File: src/source/csr_pkg.sv
//////////////////////////////////////////////////
// Shared widths, CSR map and bus types of the CSR block
// Four warps of four threads, two FPU ports
// APB address bits 13:12 carry the warp, 11:0 the CSR
//////////////////////////////////////////////////

package csr_pkg;

    localparam int WID_BITS      = 2;
    localparam int NUM_WARPS     = 4;
    localparam int NUM_THREADS   = 4;
    localparam int NUM_FPU_PORTS = 2;
    localparam int FFLAGS_BITS   = 5;
    localparam int FRM_BITS      = 3;

    typedef logic [WID_BITS-1:0]             warp_id_t;
    typedef logic [NUM_THREADS-1:0]          thread_mask_t;
    typedef logic [NUM_WARPS-1:0]            warp_mask_t;
    typedef logic [FFLAGS_BITS-1:0]          fflags_t;
    typedef logic [FRM_BITS-1:0]             frm_t;
    typedef logic [FRM_BITS+FFLAGS_BITS-1:0] fcsr_t;
    typedef logic [11:0]                     csr_addr_t;
    typedef logic [31:0]                     csr_data_t;
    typedef logic [63:0]                     perf_ctr_t;
    typedef logic [15:0]                     apb_addr_t;

    // Floating-point CSRs, one set per warp
    localparam csr_addr_t CSR_FFLAGS      = 12'h001;
    localparam csr_addr_t CSR_FRM         = 12'h002;
    localparam csr_addr_t CSR_FCSR        = 12'h003;

    // Placeholders, writes dropped and reads zero
    localparam csr_addr_t CSR_SATP        = 12'h180;
    localparam csr_addr_t CSR_MSTATUS     = 12'h300;
    localparam csr_addr_t CSR_MEDELEG     = 12'h302;
    localparam csr_addr_t CSR_MIDELEG     = 12'h303;
    localparam csr_addr_t CSR_MIE         = 12'h304;
    localparam csr_addr_t CSR_MTVEC       = 12'h305;
    localparam csr_addr_t CSR_MEPC        = 12'h341;
    localparam csr_addr_t CSR_PMPCFG0     = 12'h3A0;
    localparam csr_addr_t CSR_PMPADDR0    = 12'h3B0;
    localparam csr_addr_t CSR_MNSTATUS    = 12'h744;

    // Read-only machine information and counters
    localparam csr_addr_t CSR_MISA        = 12'h301;
    localparam csr_addr_t CSR_MCYCLE      = 12'hB00;
    localparam csr_addr_t CSR_MINSTRET    = 12'hB02;
    localparam csr_addr_t CSR_MCYCLE_H    = 12'hB80;
    localparam csr_addr_t CSR_MINSTRET_H  = 12'hB82;
    localparam csr_addr_t CSR_MVENDORID   = 12'hF11;
    localparam csr_addr_t CSR_MARCHID     = 12'hF12;
    localparam csr_addr_t CSR_MIMPID      = 12'hF13;

    // Core-specific, custom read-only space
    localparam csr_addr_t CSR_WARP_ID     = 12'hCC1;
    localparam csr_addr_t CSR_CORE_ID     = 12'hCC2;
    localparam csr_addr_t CSR_WARP_MASK   = 12'hCC3;
    localparam csr_addr_t CSR_THREAD_MASK = 12'hCC4;
    localparam csr_addr_t CSR_NUM_THREADS = 12'hFC0;
    localparam csr_addr_t CSR_NUM_WARPS   = 12'hFC1;
    localparam csr_addr_t CSR_NUM_CORES   = 12'hFC2;

    localparam csr_data_t VENDOR_ID  = 32'h0000_0000;
    localparam csr_data_t ARCH_ID    = 32'h0000_0002;
    localparam csr_data_t IMPL_ID    = 32'h0000_0001;
    // RV32 with I, M and F
    localparam csr_data_t MISA_VALUE = 32'h4000_1120;

    typedef enum logic [1:0] {FIELD_FFLAGS, FIELD_FRM, FIELD_FCSR} fcsr_field_e;
    typedef enum logic [1:0] {IDLE, SETUP_WAIT, RESPOND} apb_state_e;

    typedef struct packed {
        logic      sel;
        logic      enable;
        logic      write;
        apb_addr_t addr;
        csr_data_t wdata;
    } apb_req_t;

    typedef struct packed {
        logic      ready;
        csr_data_t rdata;
        logic      slverr;
    } apb_rsp_t;

    typedef struct packed {
        logic     valid;
        warp_id_t wid;
        fflags_t  fflags;
    } fpu_flags_t;

    typedef struct packed {
        logic        valid;
        warp_id_t    wid;
        fcsr_field_e field;
        csr_data_t   data;
    } fcsr_write_t;

endpackage
File: src/source/csr_unit.sv
//////////////////////////////////////////////////
// CSR block of one compute core behind an APB port
// CORE_ID and NUM_CORES only feed the info CSRs
//////////////////////////////////////////////////

`timescale 1ns/1ns

module csr_unit #(
    parameter int CORE_ID   = 0,
    parameter int NUM_CORES = 1
) (
    input  logic                                              clk,
    input  logic                                              reset,
    input  csr_pkg::apb_req_t                                 apb_req,
    output csr_pkg::apb_rsp_t                                 apb_rsp,
    input  csr_pkg::fpu_flags_t [csr_pkg::NUM_FPU_PORTS-1:0]  fpu_flags,
    input  csr_pkg::warp_id_t   [csr_pkg::NUM_FPU_PORTS-1:0]  fpu_frm_wid,
    output csr_pkg::frm_t       [csr_pkg::NUM_FPU_PORTS-1:0]  fpu_frm,
    input  logic                                              commit,
    input  csr_pkg::thread_mask_t [csr_pkg::NUM_WARPS-1:0]    thread_masks,
    input  csr_pkg::warp_mask_t                               active_warps
);

    csr_pkg::fcsr_write_t fcsr_wr;
    csr_pkg::csr_addr_t   csr_addr;
    csr_pkg::warp_id_t    csr_wid;
    csr_pkg::fcsr_t       fcsr_rdata;
    csr_pkg::csr_data_t   info_rdata;
    logic                 info_hit;

    csr_apb_slave u_apb_slave (
        .clk        (clk),
        .reset      (reset),
        .apb_req    (apb_req),
        .apb_rsp    (apb_rsp),
        .fcsr_wr    (fcsr_wr),
        .csr_addr   (csr_addr),
        .csr_wid    (csr_wid),
        .fcsr_rdata (fcsr_rdata),
        .info_rdata (info_rdata),
        .info_hit   (info_hit)
    );

    fcsr_file u_fcsr_file (
        .clk         (clk),
        .reset       (reset),
        .fcsr_wr     (fcsr_wr),
        .fpu_flags   (fpu_flags),
        .fpu_frm_wid (fpu_frm_wid),
        .fpu_frm     (fpu_frm),
        .read_wid    (csr_wid),
        .read_fcsr   (fcsr_rdata)
    );

    core_info_csrs #(
        .CORE_ID   (CORE_ID),
        .NUM_CORES (NUM_CORES)
    ) u_core_info (
        .clk          (clk),
        .reset        (reset),
        .commit       (commit),
        .thread_masks (thread_masks),
        .active_warps (active_warps),
        .read_addr    (csr_addr),
        .read_wid     (csr_wid),
        .read_data    (info_rdata),
        .read_hit     (info_hit)
    );

endmodule

File: src/source/csr_apb_slave.sv
//////////////////////////////////////////////////
// APB slave with one wait state per access
// Read data and error are sampled in the first access
// cycle; an fcsr write is issued in the ready cycle
// Address bits 15:14 must be zero or the access errors
//////////////////////////////////////////////////

`timescale 1ns/1ns

module csr_apb_slave (
    input  logic                  clk,
    input  logic                  reset,
    input  csr_pkg::apb_req_t     apb_req,
    output csr_pkg::apb_rsp_t     apb_rsp,
    output csr_pkg::fcsr_write_t  fcsr_wr,
    output csr_pkg::csr_addr_t    csr_addr,
    output csr_pkg::warp_id_t     csr_wid,
    input  csr_pkg::fcsr_t        fcsr_rdata,
    input  csr_pkg::csr_data_t    info_rdata,
    input  logic                  info_hit
);

    csr_pkg::apb_state_e  state_q;
    csr_pkg::apb_state_e  state_n;
    csr_pkg::csr_data_t   rdata_q;
    csr_pkg::csr_data_t   read_value;
    csr_pkg::fcsr_field_e fp_field;
    logic                 err_q;
    logic                 is_fp;
    logic                 is_placeholder;
    logic                 addr_ok;
    logic                 access_err;

    assign csr_addr = apb_req.addr[11:0];
    assign csr_wid  = apb_req.addr[13:12];
    assign addr_ok  = (apb_req.addr[15:14] == 2'b00);

    // Address classes
    always_comb begin
        is_fp          = 1'b1;
        is_placeholder = 1'b0;
        fp_field       = csr_pkg::FIELD_FCSR;
        read_value     = '0;
        case (csr_addr)
            csr_pkg::CSR_FFLAGS: begin
                fp_field   = csr_pkg::FIELD_FFLAGS;
                read_value = 32'(fcsr_rdata[csr_pkg::FFLAGS_BITS-1:0]);
            end
            csr_pkg::CSR_FRM: begin
                fp_field   = csr_pkg::FIELD_FRM;
                read_value = 32'(fcsr_rdata[csr_pkg::FRM_BITS+csr_pkg::FFLAGS_BITS-1:
                                            csr_pkg::FFLAGS_BITS]);
            end
            csr_pkg::CSR_FCSR: begin
                read_value = 32'(fcsr_rdata);
            end
            csr_pkg::CSR_SATP,
            csr_pkg::CSR_MSTATUS,
            csr_pkg::CSR_MNSTATUS,
            csr_pkg::CSR_MEDELEG,
            csr_pkg::CSR_MIDELEG,
            csr_pkg::CSR_MIE,
            csr_pkg::CSR_MTVEC,
            csr_pkg::CSR_MEPC,
            csr_pkg::CSR_PMPCFG0,
            csr_pkg::CSR_PMPADDR0: begin
                is_fp          = 1'b0;
                is_placeholder = 1'b1;
            end
            default: begin
                is_fp      = 1'b0;
                read_value = info_rdata;
            end
        endcase
    end

    // Unknown address, or a write to a read-only CSR
    assign access_err = !addr_ok || !(is_fp || is_placeholder || info_hit)
                        || (apb_req.write && info_hit);

    always_comb begin
        state_n = state_q;
        case (state_q)
            csr_pkg::IDLE: begin
                if (apb_req.sel && !apb_req.enable) begin
                    state_n = csr_pkg::SETUP_WAIT;
                end
            end
            csr_pkg::SETUP_WAIT: begin
                if (apb_req.sel && apb_req.enable) begin
                    state_n = csr_pkg::RESPOND;
                end else if (!apb_req.sel) begin
                    state_n = csr_pkg::IDLE;
                end
            end
            default: begin
                state_n = csr_pkg::IDLE;
            end
        endcase
    end

    always_ff @(posedge clk) begin
        if (reset) begin
            state_q <= csr_pkg::IDLE;
            err_q   <= 1'b0;
        end else begin
            state_q <= state_n;
            if (state_q == csr_pkg::SETUP_WAIT && state_n == csr_pkg::RESPOND) begin
                err_q <= access_err;
            end
        end
    end

    // Sampled at the end of the first access cycle
    always_ff @(posedge clk) begin
        if (state_q == csr_pkg::SETUP_WAIT && state_n == csr_pkg::RESPOND) begin
            rdata_q <= access_err ? '0 : read_value;
        end
    end

    assign apb_rsp.ready  = (state_q == csr_pkg::RESPOND);
    assign apb_rsp.rdata  = rdata_q;
    assign apb_rsp.slverr = (state_q == csr_pkg::RESPOND) && err_q;

    // Write lands at the edge that ends the ready cycle
    assign fcsr_wr.valid = (state_q == csr_pkg::RESPOND) && apb_req.write && is_fp && addr_ok;
    assign fcsr_wr.wid   = csr_wid;
    assign fcsr_wr.field = fp_field;
    assign fcsr_wr.data  = apb_req.wdata;

endmodule

File: src/source/core_info_csrs.sv
//////////////////////////////////////////////////
// Read-only core information and the 64-bit counters
// mcycle counts every clock out of reset, minstret
// counts commit pulses; read_hit flags a known CSR
//////////////////////////////////////////////////

`timescale 1ns/1ns

module core_info_csrs #(
    parameter int CORE_ID   = 0,
    parameter int NUM_CORES = 1
) (
    input  logic                                               clk,
    input  logic                                               reset,
    input  logic                                               commit,
    input  csr_pkg::thread_mask_t [csr_pkg::NUM_WARPS-1:0]     thread_masks,
    input  csr_pkg::warp_mask_t                                active_warps,
    input  csr_pkg::csr_addr_t                                 read_addr,
    input  csr_pkg::warp_id_t                                  read_wid,
    output csr_pkg::csr_data_t                                 read_data,
    output logic                                               read_hit
);

    csr_pkg::perf_ctr_t mcycle_q;
    csr_pkg::perf_ctr_t minstret_q;

    always_ff @(posedge clk) begin
        if (reset) begin
            mcycle_q   <= '0;
            minstret_q <= '0;
        end else begin
            mcycle_q <= mcycle_q + 64'd1;
            if (commit) begin
                minstret_q <= minstret_q + 64'd1;
            end
        end
    end

    always_comb begin
        read_data = '0;
        read_hit  = 1'b1;
        case (read_addr)
            csr_pkg::CSR_MVENDORID:   read_data = csr_pkg::VENDOR_ID;
            csr_pkg::CSR_MARCHID:     read_data = csr_pkg::ARCH_ID;
            csr_pkg::CSR_MIMPID:      read_data = csr_pkg::IMPL_ID;
            csr_pkg::CSR_MISA:        read_data = csr_pkg::MISA_VALUE;
            csr_pkg::CSR_WARP_ID:     read_data = 32'(read_wid);
            csr_pkg::CSR_CORE_ID:     read_data = 32'(CORE_ID);
            csr_pkg::CSR_THREAD_MASK: read_data = 32'(thread_masks[read_wid]);
            csr_pkg::CSR_WARP_MASK:   read_data = 32'(active_warps);
            csr_pkg::CSR_NUM_THREADS: read_data = 32'(csr_pkg::NUM_THREADS);
            csr_pkg::CSR_NUM_WARPS:   read_data = 32'(csr_pkg::NUM_WARPS);
            csr_pkg::CSR_NUM_CORES:   read_data = 32'(NUM_CORES);
            // Counter halves
            csr_pkg::CSR_MCYCLE:      read_data = mcycle_q[31:0];
            csr_pkg::CSR_MCYCLE_H:    read_data = mcycle_q[63:32];
            csr_pkg::CSR_MINSTRET:    read_data = minstret_q[31:0];
            csr_pkg::CSR_MINSTRET_H:  read_data = minstret_q[63:32];
            default: begin
                read_hit = 1'b0;
            end
        endcase
    end

endmodule

File: src/source/fcsr_file.sv
//////////////////////////////////////////////////
// Per-warp fflags and frm storage
// FPU flags OR in each cycle and a CSR write on the
// same warp and field overrides them
//////////////////////////////////////////////////

`timescale 1ns/1ns

module fcsr_file (
    input  logic                                              clk,
    input  logic                                              reset,
    input  csr_pkg::fcsr_write_t                              fcsr_wr,
    input  csr_pkg::fpu_flags_t [csr_pkg::NUM_FPU_PORTS-1:0]  fpu_flags,
    input  csr_pkg::warp_id_t   [csr_pkg::NUM_FPU_PORTS-1:0]  fpu_frm_wid,
    output csr_pkg::frm_t       [csr_pkg::NUM_FPU_PORTS-1:0]  fpu_frm,
    input  csr_pkg::warp_id_t                                 read_wid,
    output csr_pkg::fcsr_t                                    read_fcsr
);

    csr_pkg::fflags_t [csr_pkg::NUM_WARPS-1:0] fflags_q;
    csr_pkg::fflags_t [csr_pkg::NUM_WARPS-1:0] fflags_n;
    csr_pkg::frm_t    [csr_pkg::NUM_WARPS-1:0] frm_q;
    csr_pkg::frm_t    [csr_pkg::NUM_WARPS-1:0] frm_n;

    always_comb begin
        fflags_n = fflags_q;
        frm_n    = frm_q;

        // Exception flags from every valid FPU port
        for (int i = 0; i < csr_pkg::NUM_FPU_PORTS; i++) begin
            if (fpu_flags[i].valid) begin
                fflags_n[fpu_flags[i].wid] = fflags_n[fpu_flags[i].wid] | fpu_flags[i].fflags;
            end
        end

        // Software write applied last so it wins
        if (fcsr_wr.valid) begin
            case (fcsr_wr.field)
                csr_pkg::FIELD_FFLAGS: begin
                    fflags_n[fcsr_wr.wid] = fcsr_wr.data[csr_pkg::FFLAGS_BITS-1:0];
                end
                csr_pkg::FIELD_FRM: begin
                    frm_n[fcsr_wr.wid] = fcsr_wr.data[csr_pkg::FRM_BITS-1:0];
                end
                csr_pkg::FIELD_FCSR: begin
                    fflags_n[fcsr_wr.wid] = fcsr_wr.data[csr_pkg::FFLAGS_BITS-1:0];
                    frm_n[fcsr_wr.wid] =
                        fcsr_wr.data[csr_pkg::FRM_BITS+csr_pkg::FFLAGS_BITS-1:csr_pkg::FFLAGS_BITS];
                end
                default: ;
            endcase
        end
    end

    always_ff @(posedge clk) begin
        if (reset) begin
            fflags_q <= '0;
            frm_q    <= '0;
        end else begin
            fflags_q <= fflags_n;
            frm_q    <= frm_n;
        end
    end

    // Rounding mode lookup per FPU port
    always_comb begin
        for (int i = 0; i < csr_pkg::NUM_FPU_PORTS; i++) begin
            fpu_frm[i] = frm_q[fpu_frm_wid[i]];
        end
    end

    assign read_fcsr = {frm_q[read_wid], fflags_q[read_wid]};

endmodule

File: config.mk
export PLATFORM = sky130hd
export DESIGN_NAME = csr_unit
export DESIGN_NICKNAME = d
export VERILOG_FILES = /design/src/source/csr_pkg.sv /design/src/source/csr_unit.sv /design/src/source/csr_apb_slave.sv /design/src/source/core_info_csrs.sv /design/src/source/fcsr_file.sv
export SDC_FILE = /design/constraint.sdc
export NUM_CORES = 1
export LEC_CHECK = 0
export BUFFER_PORTS_ARGS = -buffer_cell sky130_fd_sc_hd__buf_2
export CORE_MARGIN = 4
export CORE_UTILIZATION = 50
export DETAILED_ROUTE_END_ITERATION = 8
export GPL_TIMING_DRIVEN = 0
export HOLD_SLACK_MARGIN = 0.15
export PLACE_DENSITY_LB_ADDON = 0.1
export SYNTH_ARGS = -nofsm -noshare
export SYNTH_HDL_FRONTEND = slang
export SYNTH_SLANG_ARGS = --single-unit
export TNS_END_PERCENT = 50
File: constraint.sdc
create_clock -name clk -period 3.1 [get_ports clk]
set_clock_uncertainty 0.15 [all_clocks]
set_input_delay 0.62 -clock clk [delete_from_list [all_inputs] [get_ports clk]]
set_output_delay 0.62 -clock clk [all_outputs]
set_load 0.02 [all_outputs]
==> results.md <==
- Mapped Nets: 1238
- Rel. slew slack: 33.4%
- Final hold vios: 0
- Die Y: 150 µm
- # IOs: 134
- WS Path Type: flop to flop
- Compound-Gate Fraction of Synth Area: 12.0%
- Pwr Total: 5.19 mW
- GPL Wtd Cong: 0.928
- WL per Instance: 19.2 µm
- RSZ-0062 raised after global routing: true
- Data required time of the critical path: 3310 ps
- Std-Cell Rows: 51
- Actual slew at the worst max-slew pin: 992 ps
- Area growth syn-to-layout: 14.7%
- Largest net degree at the start of global routing: 33
- Clk sink count: roughly 200
- Period minus WS final: ~3000 ps
- Worst vdd ir: 0.348 mV
- M1 WL: 12500 µm
- TritonCTS clock tree: built
- Distinct cell type count after synthesis: 64
- Top_reg_cell synth: dfxtp_1
- Layout net count: between 1000 and 1500
- N_diodes: 0
- Status: finished, final reports clean
- Total CTS buffers: 17
- Syn_area_per_cell: 8.85 µm²
- Vias per cell: 5.93
- DR WL met2: 14100 µm
- Synthesized flop and latch total: 195
- CTS Hold Bufs: 0
- Final WL: around 30000 µm
- Initial antenna violation count: 0
- Core area: 0.0197 mm²
- FFs w/ async S/R, synth: 0%
- Pleak: just under 4 nW
- Simple-gate share of the synthesized area: roughly a quarter
- CP arrival: around 3200 ps
- GRT overflow: 0
- Setup violators final: 0
- First-pass GRT wire length: 47200 µm
- Clk buf depth: 2
- Period utilisation layout: a little over nine tenths
- Met3 WL: 2030 µm
- Mapped Cells: about 1100
- Critical-path top delay cell: clkbuf_1
- GR Util All Layers: around 27%
- CP Capture Type: flop
- Hold crit path type: primary input to flop
- Die area: 0.0226 mm²
- Root Driver: clkbuf_16
- Main combinational cell family by area after synthesis: simple AND/OR/NAND/NOR gates
- Cell area power density: 447 mW/mm²
- Setup TNS: 0 ps
- Most used cell, CP: and4_1
- CP delay by family, top: simple AND/OR/NAND/NOR gates
- Worst R2R Setup Slack: 90 ps
- Die X: 150 µm
- Crit path cell chain: and4_1 > and4_1 > and4_1 > clkbuf_1 > nand3_1 > or3_1 > a21oi_1
- Post-synthesis sequential area ratio: 41.8%
- Post-route DRC: 0
- Number of max-cap violations: 0
- Vias: 9142
- Setup crit start kind: flop
- Post-synth EDFFs: 32
- Max Slew Vio Count: 0
- Final antenna-violating net count: 0
- Clk slew on worst S/H paths: 80 ps
- XOR/XNOR Fraction of Synth Area: 9.18%
- Buffers plus inverters on the worst setup path: 1
- Crit-path max FO: 10
- Multiplexer share of the synthesized area: 7.69%
- Starting density of the core: 51.4%
- Syn. warnings: 0
- Final HPWL DP: 21900 µm
- Vias in the first global route: 8870
- CP peak stage delay: 450 ps
- Synthesized area: 0.0101 mm²
- Max Freq: ~0.33 GHz
- Port-buffer cells: a little over 100
- Worst-Skew Late Latency: 450 ps
- Adder-Cell Fraction of Synth Area: 0.248%
- Top Layer Used: met4
- Share of layout cells above drive strength 1: ~15%
- Drt pass-1 iters: 7
- Starting DRT DRC Count: 781
- H-tree depth: 4
path summary, 6_finish.rpt:
| check | start | endpoint | cells past startpoint |
|---|---|---|---|
| setup / recovery | u_core_info.mcycle_q[20] | u_core_info.mcycle_q[61] | 7 |
| hold / removal | apb_req[49] | u_apb_slave.state_q[0] | 2 |
| setup reg to reg | u_core_info.mcycle_q[20] | u_core_info.mcycle_q[61] | 7 |
| hold reg to reg | u_apb_slave.err_q | u_apb_slave.err_q | 2 |
cell usage in the layout (no fill, tap or decap), types with 20 or more instances in the layout:
cell type / n
nand3_1: 59
nand2_1: 102
buf_2: 104
dfxtp_1: 163
a222oi_1: 21
edfxtp_1: 32
xnor2_1: 35
a21oi_1: 52
nor3_1: 22
xor2_1: 71
o21ai_0: 40
mux2i_1: 27
nor2_1: 193
mux4_2: 20
nand4_1: 34
clkbuf_1: 46
or3_1: 23
cells by family (layout without fill, tap and decap cells):
family,after synthesis,count (layout)
AO/OA/AOI/OAI,181,181
XOR/XNOR,106,106
adder cells (fa/ha/maj),2,2
buffers and inverters,67,201
flip-flops,195,195
multiplexers,52,52
AND/OR/NAND/NOR,539,539
per-layer routing:
metal | track usage [%] | vias to the layer above
met1 | 34.3 | 4349
met2 | 44.8 | 347
li1 | - | 4394
met5 | 0 | -
met4 | 9.79 | 0
met3 | 5.60 | 52
power by group:
part	leakage (nW)	internal [mW]	total, mW	switching, mW
Clock	0.274	1.21	2.25	1.05
Combinational	1.97	0.124	0.326	0.202
Sequential	1.60	2.59	2.61	0.0213
Total	3.85	3.92	5.19	1.27
timing repair:
item	CTS	global route
pin swaps	0	2
cloned	0	0
resized for setup	6	13
endpoints found under the setup margin	24	42
setup buffers	0	0
area by class of cell:
cell class,instances,area (µm²)
fill,1849,8050
inverter,11,41.3
buffer,56,229
multi-input combinational,880,5660
tap,265,332
sequential,195,4220
timing repair buffer,102,526
clock inverter,13,155
clock buffer,19,433
cells in the mapped netlist (all sizes together) (3+ instances only):
cell | count | area, µm²
a31o | 3 | 26.3
nand2b | 3 | 18.8
a211oi | 9 | 67.6
o21ai | 40 | 200
nor4 | 8 | 80.1
nand3b | 3 | 22.5
dfxtp | 163 | 3260
nor2b | 12 | 75.1
nor2 | 199 | 747
a222oi | 21 | 210
nand2 | 102 | 383
and4 | 20 | 178
clkbuf | 50 | 188
a221oi | 14 | 123
inv | 11 | 41.3
edfxtp | 32 | 961
mux2 | 5 | 56.3
and2 | 14 | 87.6
buf | 6 | 33.8
a21oi | 52 | 260
and3 | 12 | 75.1
or3 | 23 | 144
a22oi | 12 | 90.1
or2 | 4 | 25.0
a31oi | 8 | 50.1
nand3 | 60 | 313
mux2i | 27 | 270
xor2 | 71 | 622
nand4 | 34 | 213
nor3b | 7 | 62.6
or3b | 3 | 26.3
a32oi | 5 | 43.8
xnor2 | 35 | 307
mux4 | 20 | 450
or4 | 3 | 26.3
nor3 | 25 | 135
sequential cells by signal, summed over array words and instances (netlist names):
name / cells
u_apb_slave.rdata_q: 32
u_fcsr_file.frm_q: 12
u_apb_slave.state_q: 2
u_fcsr_file.fflags_q: 20
u_core_info.mcycle_q: 64
u_core_info.minstret_q: 64
u_apb_slave.err_q: 1
stage by stage:
stage	util [%]	instance area, µm²	hold slack [ps]	setup slack [ps]	instances
2_1_floorplan	-	10100	292	118	1142
3_3_place_gp	55.7	10900	311	-712	1508
3_5_place_dp	55.7	10900	316	-745	1508
4_1_cts	58.7	11500	190	65.7	1540
5_1_grt	59.0	11600	207	-72.4	1541
6_report	59.0	11600	200	85.5	1541
(Power assumes the default switching activity.)
